### config.mk
export PLATFORM = sky130hd
export DESIGN_NAME = cache_way
export DESIGN_NICKNAME = d
export VERILOG_FILES = /design/src/cache_pkg.sv /design/src/cache_way.sv
export SDC_FILE = /design/constraint.sdc
export NUM_CORES = 2
export LEC_CHECK = 0
export ABC_AREA = 1
export BUFFER_PORTS_ARGS = -buffer_cell sky130_fd_sc_hd__clkbuf_2
export CAP_MARGIN = 30
export CORE_MARGIN = 5
export CORE_UTILIZATION = 34
export DETAILED_ROUTE_END_ITERATION = 12
export PLACE_DENSITY_LB_ADDON = 0.12
export SETUP_SLACK_MARGIN = 0.4
export SKIP_CTS_REPAIR_TIMING = 1
export SLEW_MARGIN = 30
export SYNTH_ARGS = -nofsm -noshare
export SYNTH_HDL_FRONTEND = slang
export SYNTH_SLANG_ARGS = --single-unit
export TNS_END_PERCENT = 20
### constraint.sdc
create_clock -name clk -period 7.7 [get_ports clk]
set_input_delay 1.54 -clock clk [delete_from_list [all_inputs] [get_ports clk]]
set_output_delay 1.54 -clock clk [all_outputs]
set_load 0.01 [all_outputs]
### src/cache_pkg.sv
package cache_pkg;

    // address split: tag | index | offset
    localparam int ADDR_W   = 32;
    localparam int OFFSET_W = 4;    // 16-byte line
    localparam int INDEX_W  = 4;
    localparam int TAG_W    = ADDR_W - INDEX_W - OFFSET_W;

    localparam int SETS     = 1 << INDEX_W;
    localparam int BANKS    = 4;    // words per line

    // byte address as seen on the bus
    typedef logic [ADDR_W-1:0]   addr_t;

    typedef logic [TAG_W-1:0]    tag_t;
    typedef logic [INDEX_W-1:0]  index_t;
    typedef logic [OFFSET_W-1:0] offset_t;

    // word select within a line
    typedef logic [OFFSET_W-3:0] bank_t;

    typedef logic [31:0]         word_t;
    typedef logic [3:0]          strb_t;

    // bank 0 in the low bits
    typedef logic [BANKS*32-1:0] line_t;
    typedef logic [BANKS*4-1:0]  line_strb_t;   // one enable per byte of the line

    // controller states
    // IDLE     waiting for a request, addr_ok high
    // LOOKUP   tag compare on both ways
    // MISS     write back a dirty victim
    // REPLACE  line read request to memory
    // REFILL   words coming back from memory
    typedef enum logic [2:0] {
        IDLE,
        LOOKUP,
        MISS,
        REPLACE,
        REFILL
    } cache_state_t;

endpackage
### src/cache_way.sv
module cache_way (
    input  logic                  clk,
    input  logic                  reset,

    input  cache_pkg::index_t     index,       // set to read, and to write this edge

    input  cache_pkg::line_strb_t line_we,
    input  cache_pkg::line_t      line_wdata,

    input  logic                  tag_we,      // also marks the line valid
    input  cache_pkg::tag_t       tag_wdata,

    input  logic                  dirty_set,
    input  logic                  dirty_clear,

    output cache_pkg::tag_t       tag_q,
    output logic                  valid_q,
    output logic                  dirty_q,
    output cache_pkg::line_t      line_q
);

    cache_pkg::tag_t            tag_mem [cache_pkg::SETS];
    logic [cache_pkg::SETS-1:0] valid_bits;
    logic [cache_pkg::SETS-1:0] dirty_bits;

    // tag array
    always_ff @(posedge clk) begin
        if (tag_we) begin
            tag_mem[index] <= tag_wdata;
        end
        tag_q <= tag_mem[index];    // old tag when written on the same edge
    end

    // valid bits, only ever set by a refill
    always_ff @(posedge clk) begin
        if (reset) begin
            valid_bits <= '0;
            valid_q    <= 1'b0;
        end else begin
            if (tag_we) begin
                valid_bits[index] <= 1'b1;
            end
            valid_q <= valid_bits[index];
        end
    end

    // dirty bits
    // set wins if both arrive together
    always_ff @(posedge clk) begin
        if (reset) begin
            dirty_bits <= '0;
            dirty_q    <= 1'b0;
        end else begin
            if (dirty_set) begin
                dirty_bits[index] <= 1'b1;
            end else if (dirty_clear) begin
                dirty_bits[index] <= 1'b0;
            end
            dirty_q <= dirty_bits[index];
        end
    end

    // data banks, one word wide each with byte enables
    genvar b;
    generate
        for (b = 0; b < cache_pkg::BANKS; b++) begin : g_bank
            cache_pkg::word_t bank_mem [cache_pkg::SETS];
            cache_pkg::word_t rd_word;

            always_ff @(posedge clk) begin
                for (int y = 0; y < 4; y++) begin
                    if (line_we[b*4 + y]) begin
                        bank_mem[index][y*8 +: 8] <= line_wdata[b*32 + y*8 +: 8];
                    end
                end
                rd_word <= bank_mem[index];     // read before write
            end

            assign line_q[b*32 +: 32] = rd_word;
        end
    endgenerate

endmodule

# [Word-level counts from Yosys, hierarchy flattened]
# Memories as Yosys holds them, arrays and structs flattened. A register that Yosys moved wholly into a read port is not among the register bits.
# Cells that the tools add are included.
[totals] register_bits=34 ramBits=2432 inputBits=177 output_inout_bits=154 word_cells=59 memories=5
[classes] magnitude_cmp=2 muxes=42 bitwise_logic=4 n_reduce_logical=2
[mem_list] memory="g_bank[0].bank_mem" words=16 width=32 rd=1 rd_ports_with_merged_regs=1 write_ports=1 line_no="cache_way.sv:67" rtl="cache_pkg::word_t bank_mem [cache_pkg::SETS];"
[mem_list] memory="g_bank[1].bank_mem" words=16 width=32 rd=1 rd_ports_with_merged_regs=1 write_ports=1 line_no="cache_way.sv:67"
[mem_list] memory="g_bank[2].bank_mem" words=16 width=32 rd=1 rd_ports_with_merged_regs=1 write_ports=1 line_no="cache_way.sv:67"
[mem_list] memory="g_bank[3].bank_mem" words=16 width=32 rd=1 rd_ports_with_merged_regs=1 write_ports=1 line_no="cache_way.sv:67"
[mem_list] memory="tag_mem" words=16 width=24 rd=1 rd_ports_with_merged_regs=1 write_ports=1 line_no="cache_way.sv:22" rtl="cache_pkg::tag_t tag_mem [cache_pkg::SETS];"
[ops] operator="1-bit two-way mux" n=37
[ops] operator="16-bit two-way mux" n=2
[ops] operator="16-bit OR" n=2
[ops] operator="16-bit AND" n=1
[ops] operator="16-bit NOT" n=1
[ops] operator="1-bit binary-select mux with 4-bit select" n=2
[ops] operator="4-bit by 5-bit < comparator with 1-bit output, second input constant" n=1
[ops] operator="1-bit demux with 4-bit select" n=1
[ops] operator="4-bit by 1-bit >= comparator with 1-bit output, second input constant" n=1
[ops] operator="2-bit nonzero test" n=1
[ops] operator="1-bit logical AND" n=1

# [Logic depth before layout (Yosys ltp)]
[depth] depth_word=8 ltp_mapped=12

# [Least setup slack after synthesis]
# Ideal clock, no wire load.
[synth_path] path_type="input-to-reg" start="input port index[0]" end="memory tag_mem[4][0] in the netlist's numbering, enable pin" setup_ps=406 t_arrival_ps=3346 required_time_ps=7294 path_slack_ps=3948 stages=5 path_buffers=2 path_cell_list="buf_4 -> nor2_2 -> buf_2 -> nand2_1 -> nor2_1"
[synth_rtl] element="start, declared" line_no="cache_way.sv:5" rtl="input cache_pkg::index_t index,"
[synth_rtl] element="end, declared" line_no="cache_way.sv:22"
# No word-level cell before the write port.

# [Worst setup path in the final report]
[layout_path] start="input port index[0]" end="memory g_bank[3].bank_mem[3][5] in the netlist's numbering, enable pin"
[layout_rtl] element="end, declared" line_no="cache_way.sv:67"
# No word-level cell before the write port.

==> results.py <==
metrics = {
    "run_status": {
        "status": "completed",
    },
    "placed_design": {
        "pre_cts_slack_ns": 2.28,
        "gp_congestion": 0.771,
        "placed_cells": 11961,
        "hpwl_um": 178000,
        "io_buffers": 330,
    },
    "timing": {
        "finalHoldViolCount": 0,
        "post-route-min-period_ns": 4.40,
        "timing.slew.headroom_pct": 29.1,
        "finalMaxSlewViolations": 0,
        "worst_pin_slew_ns": 1.06,
        "setup_slack_ns": 3.30,
        "clock.fmax_ghz": 0.227,
        "rsz0062_at_grt": "no",
        "setup_viol": 0,
        "fin_tns_setup_ns": 0,
        "fin_skew_ns": 0.0376,
        "period_share_pct": 57.2,
    },
    "layout": {
        "layout.cells.non_filler": 12515,
        "drive_gt1_share_pct": 10.4,
        "syn2layout_area_growth_pct": 15.3,
        "fillers": 27818,
        "layout.nets": 8539,
    },
    "logic_synthesis": {
        "synth-seq-area-share_pct": 77.2,
        "yosysWarnings": 0,
        "yosys_most_used_dff": "edfxtp_1",
        "syn_avg_cell_area_um2": 12.3,
        "yosys.cell_types.count": 19,
        "ys_ff_latch": 2618,
        "synth_commonest_cells": "3,739 x nand2_1, 2,432 x edfxtp_1, 320 x nand3_1, 304 x nand4_1, 279 x nor2_1",
        "async_flop_share_pct": 0,
        "synthTopCellsByArea": "edfxtp_1 73%, nand2_1 14%, dfxtp_1 3.7%",
        "yosys.area_share.adder_pct": 0,
        "yosys.area_share.simple_pct": 18.8,
        "synthCells": 8087,
        "synth.area.mux_share_pct": 0,
        "synth_compound_area_share_pct": 1.84,
        "yosysTopAreaCell": "edfxtp_1",
        "netlist.area_leader.share_pct": 73.5,
        "synth_top_family_by_area": "simple AND/OR/NAND/NOR gates",
        "yosysMostFrequentCell": "nand2_1",
        "synth-xor-area-share_pct": 0,
        "syn_area_um2": 99400,
        "synth.net_count": 8264,
        "synth-edff-count": 2432,
    },
    "clocking": {
        "cts_buffer_depth": 4,
        "clk_latency_ns": 0.88,
        "h-tree-depth": 5,
        "path_clk_slew_ns": 0.06,
        "cts-buffers-inserted": 297,
        "root_buffer": "clkbuf_16",
        "cts_tree": "done",
        "cts_sinks": 2618,
    },
    "critical_path": {
        "reg2reg_depth": 6,
        "slowest_stage": "nand2_2",
        "startpoint_type": "primary input",
        "cp-end-kind": "flip-flop",
        "worstPathCellList": "buf_8 > nand2_1 > inv_8 > nand2_2 > buf_4 > nor2_1",
        "slowest_delay_ns": 0.77,
        "worstPathRequired_ns": 8.19,
        "crit_type": "primary input to flip-flop",
        "cp_max_fo": 115,
        "cp.arrival_ns": 4.89,
    },
    "drt": {
        "avgViaCountPerCell": 4.89,
        "via_count": 61233,
        "wl_per_cell_um": 24.1,
        "drt_pass1_iterations": 7,
        "ant_nets": 0,
        "drc": 0,
        "dr.first_iter.drc_count": 5049,
        "routed_wl_um": 302000,
    },
    "hold_path": {
        "min_path_cells": 2,
        "min_path_type": "flip-flop to flip-flop",
    },
    "floorplan": {
        "rows": 198,
        "initial_core_util_pct": 34.1,
        "die_h_um": 551,
        "die_area_um2": 303000,
        "die_x_um": 551,
        "io_pins": 331,
        "core_um2": 291000,
    },
    "power": {
        "power.density_nw_per_um2": 275,
        "finalPower_w": 0.0315,
        "leakage_nw": 41.2,
        "vdd_drop_max_mv": 0.143,
    },
    "global_route": {
        "overflow": 0,
        "use_met3_pct": 2.96,
        "gr-usage-met2_pct": 30.8,
        "grt_pass1_wl_um": 436000,
        "grtUsageTotal_pct": 19.5,
        "grt_max_degree": 171,
        "top_usage_layer": "met2",
        "grt_antenna_before_repair": 42,
        "met1_usage_pct": 27.9,
        "grt_pass1_vias": 60476,
    },
    "job": {
        "drv_cap": 0,
    },
}
==> path summary, 6_finish.rpt <==
| path | slack (ns) | startpoint | endpoint |
|---|---|---|---|
| setup reg to reg | 6.17 | g_bank[2].bank_mem[13][27] | g_bank[2].rd_word[27] |
| hold / removal | 0.45 | valid_bits[8] | valid_bits[8] |
| hold reg to reg | 0.45 | valid_bits[8] | valid_bits[8] |
| setup / recovery | 3.30 | index[0] | g_bank[3].bank_mem[3][5] |
==> cells by family (layout without fill, tap and decap cells) <==
logic type	count (synthesis)	in the layout
DFF	2618	2618
other	0	17
AOI/OAI and AO/OA	352	352
buffers and inverters	460	971
and+or+nand+nor	4657	4657
==> sequential cells by signal, summed over array words and instances, names as in the netlist, named ones only <==
register	flops
valid_q	1
g_bank.bank_mem	2048
dirty_q	1
g_bank.rd_word	128
valid_bits	16
tag_q	24
tag_mem	384
==> worst max-delay path: cells and delay by family <==
kind                   cells  cell delay (ns)
buffers and inverters      3             1.46
and+or+nand+nor            3             1.68
==> placed cells by master, fill, tap and decap left out, types with 20 or more instances in the layout <==
cell	instances
nand2_1	3732
edfxtp_1	2432
clkbuf_2	328
nand3_1	320
nand4_1	304
clkbuf_16	302
nor2_1	255
dfxtp_1	186
a21oi_1	169
o21ai_0	122
clkbuf_1	71
buf_4	55
clkinv_2	50
clkinv_1	48
o21ai_1	47
nor2_4	22
inv_1	20
==> metal layers <==
layer | wire (µm) | vias up
li1 | - | 28519
met1 | 137000 | 30574
met2 | 139000 | 1705
met3 | 17200 | 415
met4 | 8530 | 20
met5 | 134 | -
==> per-stage QoR <==
step / util (%) / area [µm²] / hold WS, ns
finish: 39.4 / 115000 / 0.454
global route: 39.4 / 115000 / 0.485
CTS: 39.3 / 115000 / 0.453
detailed placement: 36.1 / 105000 / 0.444
global placement: 36.0 / 105000 / 0.439
floorplan: - / 99400 / 0.431
==> power breakdown <==
group | leakage (nW) | internal [W] | switching (W)
registers | 23.5 | 0.0159 | 0.000140
logic | 13.1 | 0.000390 | 0.00133
clock network | 4.59 | 0.00793 | 0.00580
==> cell type report <==
cell class	instances	area (µm²)	share of cell area, %
flip-flops and latches	2618	76800	67.0
multi-input cells	5009	20800	18.1
clock buffers	391	8070	7.04
well taps	3900	4880	4.26
repair buffers	410	2680	2.34
clock inverters	144	1290	1.13
inverters	26	128	0.111
diodes	17	42.5	0.0371
Note: power is estimated with default switching activity, not from simulation.
